$ cat config.mk
export PLATFORM = sky130hd
export DESIGN_NAME = cd_csr_flat
export DESIGN_NICKNAME = d
export VERILOG_FILES = /design/src/rtl/cd_pkg.sv /design/src/rtl/cd_tx_page_if.sv /design/src/rtl/cd_rx_page_if.sv /design/src/rtl/cd_csr.sv /design/src/flat_wrapper.sv
export SDC_FILE = /design/constraint.sdc
export NUM_CORES = 1
export LEC_CHECK = 0
export ABC_CLOCK_PERIOD_IN_PS = 3040
export BUFFER_PORTS_ARGS = -buffer_cell sky130_fd_sc_hd__buf_2
export CORE_MARGIN = 3
export CORE_UTILIZATION = 45
export CTS_CLUSTER_DIAMETER = 40
export DETAILED_ROUTE_END_ITERATION = 6
export PLACE_DENSITY = 0.76
export SKIP_CTS_REPAIR_TIMING = 1
export SYNTH_ARGS = -nofsm -noshare
export SYNTH_HDL_FRONTEND = slang
export SYNTH_SLANG_ARGS = --single-unit
$ cat constraint.sdc
create_clock -name clk -period 3.04 [get_ports clk]
set_clock_uncertainty 0.1 [all_clocks]
set_input_delay 0.304 -clock clk [delete_from_list [all_inputs] [get_ports clk]]
set_output_delay 0.304 -clock clk [all_outputs]
set_load 0.01 [all_outputs]
$ cat src/rtl/cd_pkg.sv
// Register map, interrupt bits, reset defaults and page geometry shared by the CDBUS node
package cd_pkg;

    typedef enum logic [3:0] {
        VERSION       = 4'd0,
        SETTING       = 4'd1,
        IDLE_WAIT_LEN = 4'd2,
        TX_PERMIT_LEN = 4'd3,
        MAX_IDLE_LEN  = 4'd4,
        TX_PRE_LEN    = 4'd5,
        FILTER        = 4'd6,
        DIV_LS        = 4'd7,
        DIV_HS        = 4'd8,
        INT_MASK      = 4'd9,
        INT_FLAG      = 4'd10,
        RX            = 4'd11,
        TX            = 4'd12,
        RX_CTRL       = 4'd13,
        TX_CTRL       = 4'd14,
        FILTER_M      = 4'd15
    } cd_reg_e;

    // INT_FLAG bit positions, bits 6 and 7 read zero
    localparam int INT_BUS_IDLE   = 0;
    localparam int INT_RX_PENDING = 1;
    localparam int INT_RX_BREAK   = 2;
    localparam int INT_RX_LOST    = 3;
    localparam int INT_RX_ERROR   = 4;
    localparam int INT_TX_FREE    = 5;

    localparam logic [7:0]  CD_VERSION        = 8'h0f;
    localparam logic [7:0]  DEF_IDLE_WAIT_LEN = 8'd10;
    localparam logic [9:0]  DEF_TX_PERMIT_LEN = 10'd20;
    localparam logic [9:0]  DEF_MAX_IDLE_LEN  = 10'd200;
    localparam logic [1:0]  DEF_TX_PRE_LEN    = 2'd1;
    localparam logic [7:0]  DEF_FILTER        = 8'hff;
    localparam logic [15:0] DEF_DIV           = 16'd346;  // 115200 bps at 40 MHz
    localparam logic [1:0]  DEF_MODE          = 2'd1;     // Arbitration

    localparam int PAGE_WORDS   = 64;
    localparam int PAGE_AW      = 6;
    localparam int LEN_W        = 9;    // Frame length incl. header, up to 256
    localparam int MAX_DATA_LEN = 253;
    localparam int HDR_BYTES    = 3;

    typedef enum logic [2:0] {
        IDLE,
        HEADER,
        COPY,
        COMMIT,
        DROP
    } mover_state_e;

endpackage

$ cat src/rtl/cd_tx_page_if.sv
// Host write side and mover read side of the transmit page pair
`timescale 1ns/10ps

interface cd_tx_page_if;
    import cd_pkg::*;

    logic               wr_en;
    logic [PAGE_AW-1:0] wr_addr;
    logic [31:0]        wr_data;
    logic               switch_page;
    logic               abort;
    logic               pending;
    logic [PAGE_AW-1:0] rd_addr;
    logic [31:0]        rd_word;
    logic               take;
    logic               done;

    modport csr (output wr_en, wr_addr, wr_data, switch_page, abort, input pending);
    modport pages (input wr_en, wr_addr, wr_data, switch_page, abort, rd_addr, take, done,
                   output pending, rd_word);
    modport mover (output rd_addr, take, done, input rd_word, pending);

endinterface

$ cat src/rtl/cd_rx_page_if.sv
// Mover write side and host read side of the receive page ring
`timescale 1ns/10ps

interface cd_rx_page_if;
    import cd_pkg::*;

    logic               wr_en;
    logic [PAGE_AW-1:0] wr_addr;
    logic [31:0]        wr_data;
    logic               commit;
    logic [LEN_W-1:0]   commit_len;
    logic               has_free;
    logic [PAGE_AW-1:0] rd_addr;
    logic [31:0]        rd_word;
    logic [LEN_W-1:0]   rd_len;
    logic               rd_done;
    logic               clean_all;
    logic               pending;
    logic               lost;

    modport csr (output rd_addr, rd_done, clean_all, input rd_word, rd_len, pending, lost);
    modport pages (input wr_en, wr_addr, wr_data, commit, commit_len, rd_addr, rd_done,
                   clean_all, output has_free, rd_word, rd_len, pending, lost);
    modport mover (output wr_en, wr_addr, wr_data, commit, commit_len, input has_free);

endinterface

$ cat src/rtl/cd_csr.sv
// Host register block: settings, interrupt flags, page pointers and page control strobes
`timescale 1ns/10ps

module cd_csr (
    input  logic         clk,
    input  logic         reset_n,
    input  logic [3:0]   csr_address,
    input  logic         csr_read,
    input  logic         csr_write,
    input  logic [31:0]  csr_writedata,
    output logic [31:0]  csr_readdata,
    output logic         irq,
    input  logic         bus_idle,
    input  logic         rx_error,
    cd_tx_page_if.csr    tx_page,
    cd_rx_page_if.csr    rx_page,
    output logic         rx_invert,
    output logic         tx_invert,
    output logic         tx_push_pull,
    output logic         user_crc,
    output logic         full_duplex,
    output logic         break_sync,
    output logic         arbitration,
    output logic [7:0]   idle_wait_len,
    output logic [9:0]   tx_permit_len,
    output logic [9:0]   max_idle_len,
    output logic [1:0]   tx_pre_len,
    output logic [15:0]  div_ls,
    output logic [15:0]  div_hs,
    output logic [7:0]   filter,
    output logic [7:0]   filter_m0,
    output logic [7:0]   filter_m1
);
    import cd_pkg::*;

    cd_reg_e    reg_sel;
    logic       idle_invert;
    logic [1:0] mode_sel;
    logic [7:0] int_mask;
    logic [7:0] int_flag;
    logic       rx_lost_flag;
    logic       rx_error_flag;

    assign reg_sel = cd_reg_e'(csr_address);

    // ~~~~~~~~~~~~~~~~~~~~
    // Interrupts and mode decode

    always_comb begin
        int_flag                 = 8'd0;
        int_flag[INT_BUS_IDLE]   = bus_idle ^ idle_invert;
        int_flag[INT_RX_PENDING] = rx_page.pending;
        int_flag[INT_RX_BREAK]   = 1'b0;     // No break detection without a PHY
        int_flag[INT_RX_LOST]    = rx_lost_flag;
        int_flag[INT_RX_ERROR]   = rx_error_flag;
        int_flag[INT_TX_FREE]    = ~tx_page.pending;
    end

    assign irq         = |(int_flag & int_mask);
    assign arbitration = mode_sel == 2'd1;
    assign break_sync  = mode_sel == 2'd2;
    assign full_duplex = mode_sel == 2'd3;

    assign tx_page.wr_en   = csr_write && (reg_sel == TX);
    assign tx_page.wr_data = csr_writedata;

    // ~~~~~~~~~~~~~~~~~~~~
    // Read data

    always_comb begin
        case (reg_sel)
            VERSION:       csr_readdata = {24'd0, CD_VERSION};
            SETTING:       csr_readdata = {24'd0, idle_invert, rx_invert, mode_sel, 1'b0,
                                           user_crc, tx_invert, tx_push_pull};
            IDLE_WAIT_LEN: csr_readdata = {24'd0, idle_wait_len};
            TX_PERMIT_LEN: csr_readdata = {22'd0, tx_permit_len};
            MAX_IDLE_LEN:  csr_readdata = {22'd0, max_idle_len};
            TX_PRE_LEN:    csr_readdata = {30'd0, tx_pre_len};
            FILTER:        csr_readdata = {24'd0, filter};
            DIV_LS:        csr_readdata = {16'd0, div_ls};
            DIV_HS:        csr_readdata = {16'd0, div_hs};
            INT_MASK:      csr_readdata = {24'd0, int_mask};
            INT_FLAG:      csr_readdata = {{(24 - LEN_W){1'b0}}, rx_page.rd_len, int_flag};
            RX:            csr_readdata = rx_page.rd_word;
            FILTER_M:      csr_readdata = {16'd0, filter_m1, filter_m0};
            default:       csr_readdata = 32'd0;
        endcase
    end

    // ~~~~~~~~~~~~~~~~~~~~
    // Registers, flags and strobes

    always_ff @(posedge clk or negedge reset_n) begin
        if (!reset_n) begin
            idle_invert         <= 1'b0;
            rx_invert           <= 1'b0;
            mode_sel            <= DEF_MODE;
            user_crc            <= 1'b0;
            tx_invert           <= 1'b0;
            tx_push_pull        <= 1'b0;
            idle_wait_len       <= DEF_IDLE_WAIT_LEN;
            tx_permit_len       <= DEF_TX_PERMIT_LEN;
            max_idle_len        <= DEF_MAX_IDLE_LEN;
            tx_pre_len          <= DEF_TX_PRE_LEN;
            filter              <= DEF_FILTER;
            filter_m0           <= DEF_FILTER;
            filter_m1           <= DEF_FILTER;
            div_ls              <= DEF_DIV;
            div_hs              <= DEF_DIV;
            int_mask            <= 8'd0;
            rx_lost_flag        <= 1'b0;
            rx_error_flag       <= 1'b0;
            tx_page.wr_addr     <= '0;
            tx_page.switch_page <= 1'b0;
            tx_page.abort       <= 1'b0;
            rx_page.rd_addr     <= '0;
            rx_page.rd_done     <= 1'b0;
            rx_page.clean_all   <= 1'b0;
        end else begin
            tx_page.switch_page <= 1'b0;
            tx_page.abort       <= 1'b0;
            rx_page.rd_done     <= 1'b0;
            rx_page.clean_all   <= 1'b0;

            if (csr_read && reg_sel == INT_FLAG) begin
                rx_lost_flag  <= 1'b0;
                rx_error_flag <= 1'b0;
            end
            if (csr_read && reg_sel == RX) begin
                rx_page.rd_addr <= rx_page.rd_addr + 1'b1;
            end

            // New events win over a clearing read
            if (rx_page.lost) begin
                rx_lost_flag <= 1'b1;
            end
            if (rx_error) begin
                rx_error_flag <= 1'b1;
            end

            if (csr_write) begin
                case (reg_sel)
                    SETTING: begin
                        idle_invert  <= csr_writedata[7];
                        rx_invert    <= csr_writedata[6];
                        mode_sel     <= csr_writedata[5:4];
                        user_crc     <= csr_writedata[2];
                        tx_invert    <= csr_writedata[1];
                        tx_push_pull <= csr_writedata[0];
                    end
                    IDLE_WAIT_LEN: idle_wait_len <= csr_writedata[7:0];
                    TX_PERMIT_LEN: tx_permit_len <= csr_writedata[9:0];
                    MAX_IDLE_LEN:  max_idle_len <= csr_writedata[9:0];
                    TX_PRE_LEN:    tx_pre_len <= csr_writedata[1:0];
                    FILTER:        filter <= csr_writedata[7:0];
                    DIV_LS:        div_ls <= csr_writedata[15:0];
                    DIV_HS:        div_hs <= csr_writedata[15:0];
                    INT_MASK:      int_mask <= csr_writedata[7:0];
                    TX:            tx_page.wr_addr <= tx_page.wr_addr + 1'b1;
                    RX_CTRL: begin
                        rx_page.clean_all <= csr_writedata[4];
                        rx_page.rd_done   <= csr_writedata[1];
                        rx_page.rd_addr   <= '0;
                    end
                    TX_CTRL: begin
                        tx_page.abort       <= csr_writedata[4];
                        tx_page.switch_page <= csr_writedata[1];
                        tx_page.wr_addr     <= '0;
                    end
                    FILTER_M: begin
                        filter_m0 <= csr_writedata[7:0];
                        filter_m1 <= csr_writedata[15:8];
                    end
                    default: ;
                endcase
            end
        end
    end

endmodule

$ cat src/flat_wrapper.sv
// flat-port wrapper written by rule: the top's interface ports become plain ports
module cd_csr_flat import cd_pkg::*;
  (clk, reset_n, csr_address, csr_read, csr_write, csr_writedata, csr_readdata, irq, bus_idle, rx_error, rx_invert, tx_invert, tx_push_pull, user_crc, full_duplex, break_sync, arbitration, idle_wait_len, tx_permit_len, max_idle_len, tx_pre_len, div_ls, div_hs, filter, filter_m0, filter_m1, tx_page_wr_en, tx_page_wr_addr, tx_page_wr_data, tx_page_switch_page, tx_page_abort, tx_page_pending, rx_page_rd_addr, rx_page_rd_done, rx_page_clean_all, rx_page_rd_word, rx_page_rd_len, rx_page_pending, rx_page_lost);
  cd_tx_page_if tx_page_i ();
  cd_rx_page_if rx_page_i ();
  input  logic clk;
  input  logic reset_n;
  input  logic [3:0] csr_address;
  input  logic csr_read;
  input  logic csr_write;
  input  logic [31:0] csr_writedata;
  output logic [31:0] csr_readdata;
  output logic irq;
  input  logic bus_idle;
  input  logic rx_error;
  output logic rx_invert;
  output logic tx_invert;
  output logic tx_push_pull;
  output logic user_crc;
  output logic full_duplex;
  output logic break_sync;
  output logic arbitration;
  output logic [7:0] idle_wait_len;
  output logic [9:0] tx_permit_len;
  output logic [9:0] max_idle_len;
  output logic [1:0] tx_pre_len;
  output logic [15:0] div_ls;
  output logic [15:0] div_hs;
  output logic [7:0] filter;
  output logic [7:0] filter_m0;
  output logic [7:0] filter_m1;
  output wire logic [$bits(tx_page_i.wr_en)-1:0] tx_page_wr_en;
  output wire logic [$bits(tx_page_i.wr_addr)-1:0] tx_page_wr_addr;
  output wire logic [$bits(tx_page_i.wr_data)-1:0] tx_page_wr_data;
  output wire logic [$bits(tx_page_i.switch_page)-1:0] tx_page_switch_page;
  output wire logic [$bits(tx_page_i.abort)-1:0] tx_page_abort;
  input wire logic [$bits(tx_page_i.pending)-1:0] tx_page_pending;
  output wire logic [$bits(rx_page_i.rd_addr)-1:0] rx_page_rd_addr;
  output wire logic [$bits(rx_page_i.rd_done)-1:0] rx_page_rd_done;
  output wire logic [$bits(rx_page_i.clean_all)-1:0] rx_page_clean_all;
  input wire logic [$bits(rx_page_i.rd_word)-1:0] rx_page_rd_word;
  input wire logic [$bits(rx_page_i.rd_len)-1:0] rx_page_rd_len;
  input wire logic [$bits(rx_page_i.pending)-1:0] rx_page_pending;
  input wire logic [$bits(rx_page_i.lost)-1:0] rx_page_lost;
  assign tx_page_wr_en = tx_page_i.wr_en;
  assign tx_page_wr_addr = tx_page_i.wr_addr;
  assign tx_page_wr_data = tx_page_i.wr_data;
  assign tx_page_switch_page = tx_page_i.switch_page;
  assign tx_page_abort = tx_page_i.abort;
  assign tx_page_i.pending = tx_page_pending;
  assign rx_page_rd_addr = rx_page_i.rd_addr;
  assign rx_page_rd_done = rx_page_i.rd_done;
  assign rx_page_clean_all = rx_page_i.clean_all;
  assign rx_page_i.rd_word = rx_page_rd_word;
  assign rx_page_i.rd_len = rx_page_rd_len;
  assign rx_page_i.pending = rx_page_pending;
  assign rx_page_i.lost = rx_page_lost;
  cd_csr u_core (.clk(clk), .reset_n(reset_n), .csr_address(csr_address), .csr_read(csr_read), .csr_write(csr_write), .csr_writedata(csr_writedata), .csr_readdata(csr_readdata), .irq(irq), .bus_idle(bus_idle), .rx_error(rx_error), .tx_page(tx_page_i), .rx_page(rx_page_i), .rx_invert(rx_invert), .tx_invert(tx_invert), .tx_push_pull(tx_push_pull), .user_crc(user_crc), .full_duplex(full_duplex), .break_sync(break_sync), .arbitration(arbitration), .idle_wait_len(idle_wait_len), .tx_permit_len(tx_permit_len), .max_idle_len(max_idle_len), .tx_pre_len(tx_pre_len), .div_ls(div_ls), .div_hs(div_hs), .filter(filter), .filter_m0(filter_m0), .filter_m1(filter_m1));
endmodule
# Word-level counts from Yosys, hierarchy flattened
# Cells that the tools add are included.
# Widths: inputs -> output; s select.
[classes] add_sub_neg=2 n_eq_ne=18 muxes=16 bitwise_logic=3 reduce_logical=19
[op_table] cell="$pmux 32 s13" n=1
[op_table] cell="$eq 4x4->1 const B" n=8
[op_table] cell="$reduce_and 2->1" n=11
[op_table] cell="$mux 6" n=3
[op_table] cell="$eq 4x3->1 const B" n=4
[op_table] cell="$add 6x1->6 const B" n=2
[op_table] cell="$pmux 6 s2" n=1
[op_table] cell="$mux 1" n=11
[op_table] cell="$and 6x8->8" n=1
[op_table] cell="$eq 4x2->1 const B" n=2
[op_table] cell="$reduce_or 8->1" n=1
[op_table] cell="$reduce_bool 2->1" n=3
[op_table] cell="$eq 2x2->1 const B" n=2
[op_table] cell="$eq 4x1->1 const B" n=1
[op_table] cell="$logic_not 4->1" n=1
[op_table] cell="$logic_and 1x1->1" n=3
[op_table] cell="$eq 2x1->1 const B" n=1
[op_table] cell="$not 1->1" n=1
[op_table] cell="$xor 1x1->1" n=1
[totals] register_bits=119 wordCells=82

# Longest topological paths before layout
[depth] ltp_word=5 mapped_depth=8

# Least setup slack after synthesis
# Ideal clock, no wire load.
[synth_path] path_kind="input -> output" from="input csr_address[0]" to="output csr_readdata[4]" t_arrival_ns=1.426 required_time_ns=2.636 setup_slack_ns=1.210 cell_stages=6 n_path_buf=3 cell_sequence="buf_4 -> buf_2 -> buf_2 -> a32o_1 -> a221oi_1 -> o21ai_0"
[synth_via] elab_chain_cells=2 word_cells_on_any_way=14
[synth_rtl] element="from (decl)" line="flat_wrapper.sv:8" rtl="input logic [3:0] csr_address;"
[synth_rtl] element="$eq 4x4->1, or another cell as far along" line="cd_csr.sv:71" rtl="case (reg_sel)"
[synth_rtl] element="$pmux 32 s13 *" line="cd_csr.sv:71"
[synth_rtl] element="to (decl)" line="flat_wrapper.sv:12" rtl="output logic [31:0] csr_readdata;"
# Mark *: on every way between the ends. The rest lies on a longest branch, timed or not.

# Final worst setup path
[layout_path] from="input csr_address[3]" to="output csr_readdata[3]"
# The elaborated chain is that of the path after synthesis.

==> metrics.md <==
| Metric | Value |
|---|---|
| Hold_sp | `csr_writedata[13]` |
| Critical Path AT | `2.04 ns` |
| Post-synth EDFFs | `0` |
| Post-synthesis cell type count | `60` |
| Peak VDD IR | `0.000449 V` |
| Port Buffers | `228` |
| Fin. Hold Viols | `0` |
| FMAX | `410 MHz` |
| Max Cap Viol | `0` |
| DP HPWL | `14.4 mm` |
| Die H | `125 µm` |
| Crit path cell chain | `buf_2 -> buf_4 -> and4b_1 -> buf_4 -> a22oi_1 -> o2111ai_1 -> buf_2` |
| Placed Area | `7400 µm²` |
| Crit path time final | `2.44 ns` |
| Commonest non-fill, non-tap cell in the layout | `buf_2` |
| Synthesis-to-layout area growth | `26.6%` |
| Syn_nets | `621` |
| Post-DR wirelength/cell | `21.7 µm` |
| Tcrit/Tclk final | `80.3%` |
| IO Pins | `261` |
| Area of the multi-input gates | `2870 µm²` |
| Measured slew at the worst slew-check pin | `0.719 ns` |
| 1st-iter DRT viols | `386` |
| Fin Setup TNS | `0 ns` |
| Worst-Skew Late Latency | `0.41 ns` |
| CTS tree | `built` |
| Simple-Gate Fraction of Synth Area | `12.5%` |
| CP endpoint kind | `output port` |
| Yosys warning total | `0` |
| Clock Path Buffers | `2` |
| Share of synthesized area spent on multiplexers | `21.1%` |
| Leak Pwr | `0.00384 µW` |
| Residual DRC | `0` |
| GRT Overall Usage | `25.4%` |
| Clock root buffer | `clkbuf_16` |
| Core area | `13500 µm²` |
| Share of layout cells above drive strength 1 | `58.4%` |
| Post-synthesis cell area | `6340 µm²` |
| Slew headroom | `52.0%` |
| DIE AREA | `15500 µm²` |
| Critical Path Start | `csr_address[3]` |
| Synth Area in XOR/XNOR | `1.11%` |
| RSZ-0062 raised after global routing | `no` |
| H-tree Lvls | `4` |
| Cell taking the most area after synthesis | `dfrtp_1` |
| Register bit count reported by yosys | `119` |
| Syn_area_per_cell | `11.9 µm²` |
| Fillers | `1138` |
| Final instance area | `8020 µm²` |
| CP peak stage delay | `0.41 ns` |
| Vias in the first global route | `5504` |
| Adder-cell share of the synthesized area | `0.395%` |
| Die X-Extent | `125 µm` |
| Main flop type after synthesis | `dfrtp_1` |
| Largest family of logic cells by synthesized area | `multiplexers` |
| Gr ovfl total | `0` |
| Share of flip-flops with an asynchronous set or reset | `100%` |
| Top cells by area, synth | `dfrtp_1 (30%), mux2_2 (19%), dfstp_2 (18%)` |
| FP Rows | `42` |
| Pin count of the biggest net entering global routing | `51` |
| Slowest-stage cell, CP | `buf_2` |
| Vias | `5318` |
| Gpl congestion | `0.903` |
| Status | `finished clean` |
| First-pass GRT wire length | `30.9 mm` |
| Starting Density | `46.9%` |
| Reg area | `3030 µm²` |
| Synth Instances | `533` |
| Compound-Gate Fraction of Synth Area | `10.2%` |
| Post-route ant nets | `0` |
| ANT cells | `0` |
| Worst-path clk slew | `0.05 ns` |
| Vias per std cell | `5.77` |
| Crit Path Category | `input pin to output port` |
| Hold WC Path Type | `input pin to flip-flop` |
| Sequential area share after synthesis | `47.8%` |
| FF-to-FF Start | `u_core.rx_page.rd_addr[0]$_DFF_PN0_` |
| Kind of start point of the critical path | `input pin` |
| Share of the synthesized area in the top cell type | `30.0%` |
| Worst EP required | `2.64 ns` |
| Crit Path Max Fanout | `26` |
| Max-slew violations | `0` |
| Fin Hold WS | `0.0722 ns` |
| Drt pass-1 iters | `7` |
| Routed WL | `20.0 mm` |
| Clock Sinks | `119` |
| Power density cells | `702 nW/µm²` |
| Initial antenna violation count | `1` |
| TritonCTS Buffers | `17` |
| Count of final setup violators | `0` |
| Nets | `821` |
| Most frequent cells in the layout | `buf_2 (227), mux2_2 (105), dfrtp_1 (76), dfstp_2 (43), nand2_1 (28)` |
per-stage QoR:
step                std cells  setup slack (ns)  power (µW)  util (%)
finish                    922             0.600        5630      59.4
global route              922             0.489        5880      59.4
CTS                       919             0.652        5660      59.2
detailed placement        887             0.623        3670      54.8
global placement          887             0.668        3620      54.8
floorplan                 533              1.21        3040         -
worst max-delay path: cells and delay by family:
kind            cells  cell delay [ns]
simple gates        1             0.28
compound gates      2             0.27
buf+inv             4             1.18
Yosys cell counts, drive strengths merged (3+ instances only):
cell / count
a21o: 3
a21oi: 8
a221oi: 3
a22o: 8
a22oi: 16
a31oi: 6
a32o: 15
and2: 24
and3: 4
buf: 57
clkbuf: 8
dfrtp: 76
dfstp: 43
inv: 4
mux2: 105
mux2i: 11
nand2: 31
nand2b: 3
nand3: 20
nand4: 4
nor2: 21
nor2b: 9
nor3: 10
o211ai: 3
o21ai: 6
xor2: 7
sequential cells by signal (all words and copies together) (netlist names), 6 cells and up:
register and count:
u_core.rx_page.rd_addr 6, u_core.div_ls 16, u_core.filter_m0 8, u_core.tx_permit_len 10, u_core.idle_wait_len 8, u_core.tx_page.wr_addr 6
u_core.div_hs 16, u_core.int_mask 8, u_core.max_idle_len 10, u_core.filter_m1 8, u_core.filter 8
final cells by class:
type / count / area share, %
Clock inverter: 8 / 1.19
Tap cell: 176 / 2.75
Clock buffer: 24 / 6.13
Multi-Input combinational cell: 345 / 35.8
Timing Repair Buffer: 246 / 16.2
Sequential cell: 119 / 37.8
Inverter: 4 / 0.187
path summary, 6_finish.rpt:
kind,to,slack (ns),cells after the start
worst min register to register,u_core.int_mask[2]$_DFFE_PN0P_,0.42,1
worst max register to register,u_core.rx_page.rd_addr[4]$_DFF_PN0_,1.68,5
worst max-delay path,csr_readdata[3],0.60,7
min in group asynchronous,u_core.tx_permit_len[6]$_DFFE_PN0P_,0.37,2
max in group asynchronous,u_core.filter_m1[4]$_DFFE_PN1P_,1.67,3
worst min-delay path,u_core.div_hs[13]$_DFFE_PN0P_,0.07,2
kinds of logic after synthesis:
| family | Yosys count |
|---|---|
| simple gates | 135 |
| flops | 119 |
| mux | 118 |
| buf+inv | 69 |
| xor+xnor | 8 |
| compound gates | 82 |
| fa+ha+maj | 2 |
layer usage:
metal  track usage (%)  up-vias  wire length [µm]
li1                  -     2323                 -
met1              31.9     2644              8000
met2              40.5      303              9640
met3              8.02       46              1780
met4              11.2        2               601
met5                 0        -                11
power by group:
group | switching, µW | internal (µW) | total (µW)
sequential | 302 | 2020 | 2330
combinational | 671 | 653 | 1320
clock | 692 | 1290 | 1980
Note: power is estimated with default switching activity, not from simulation.
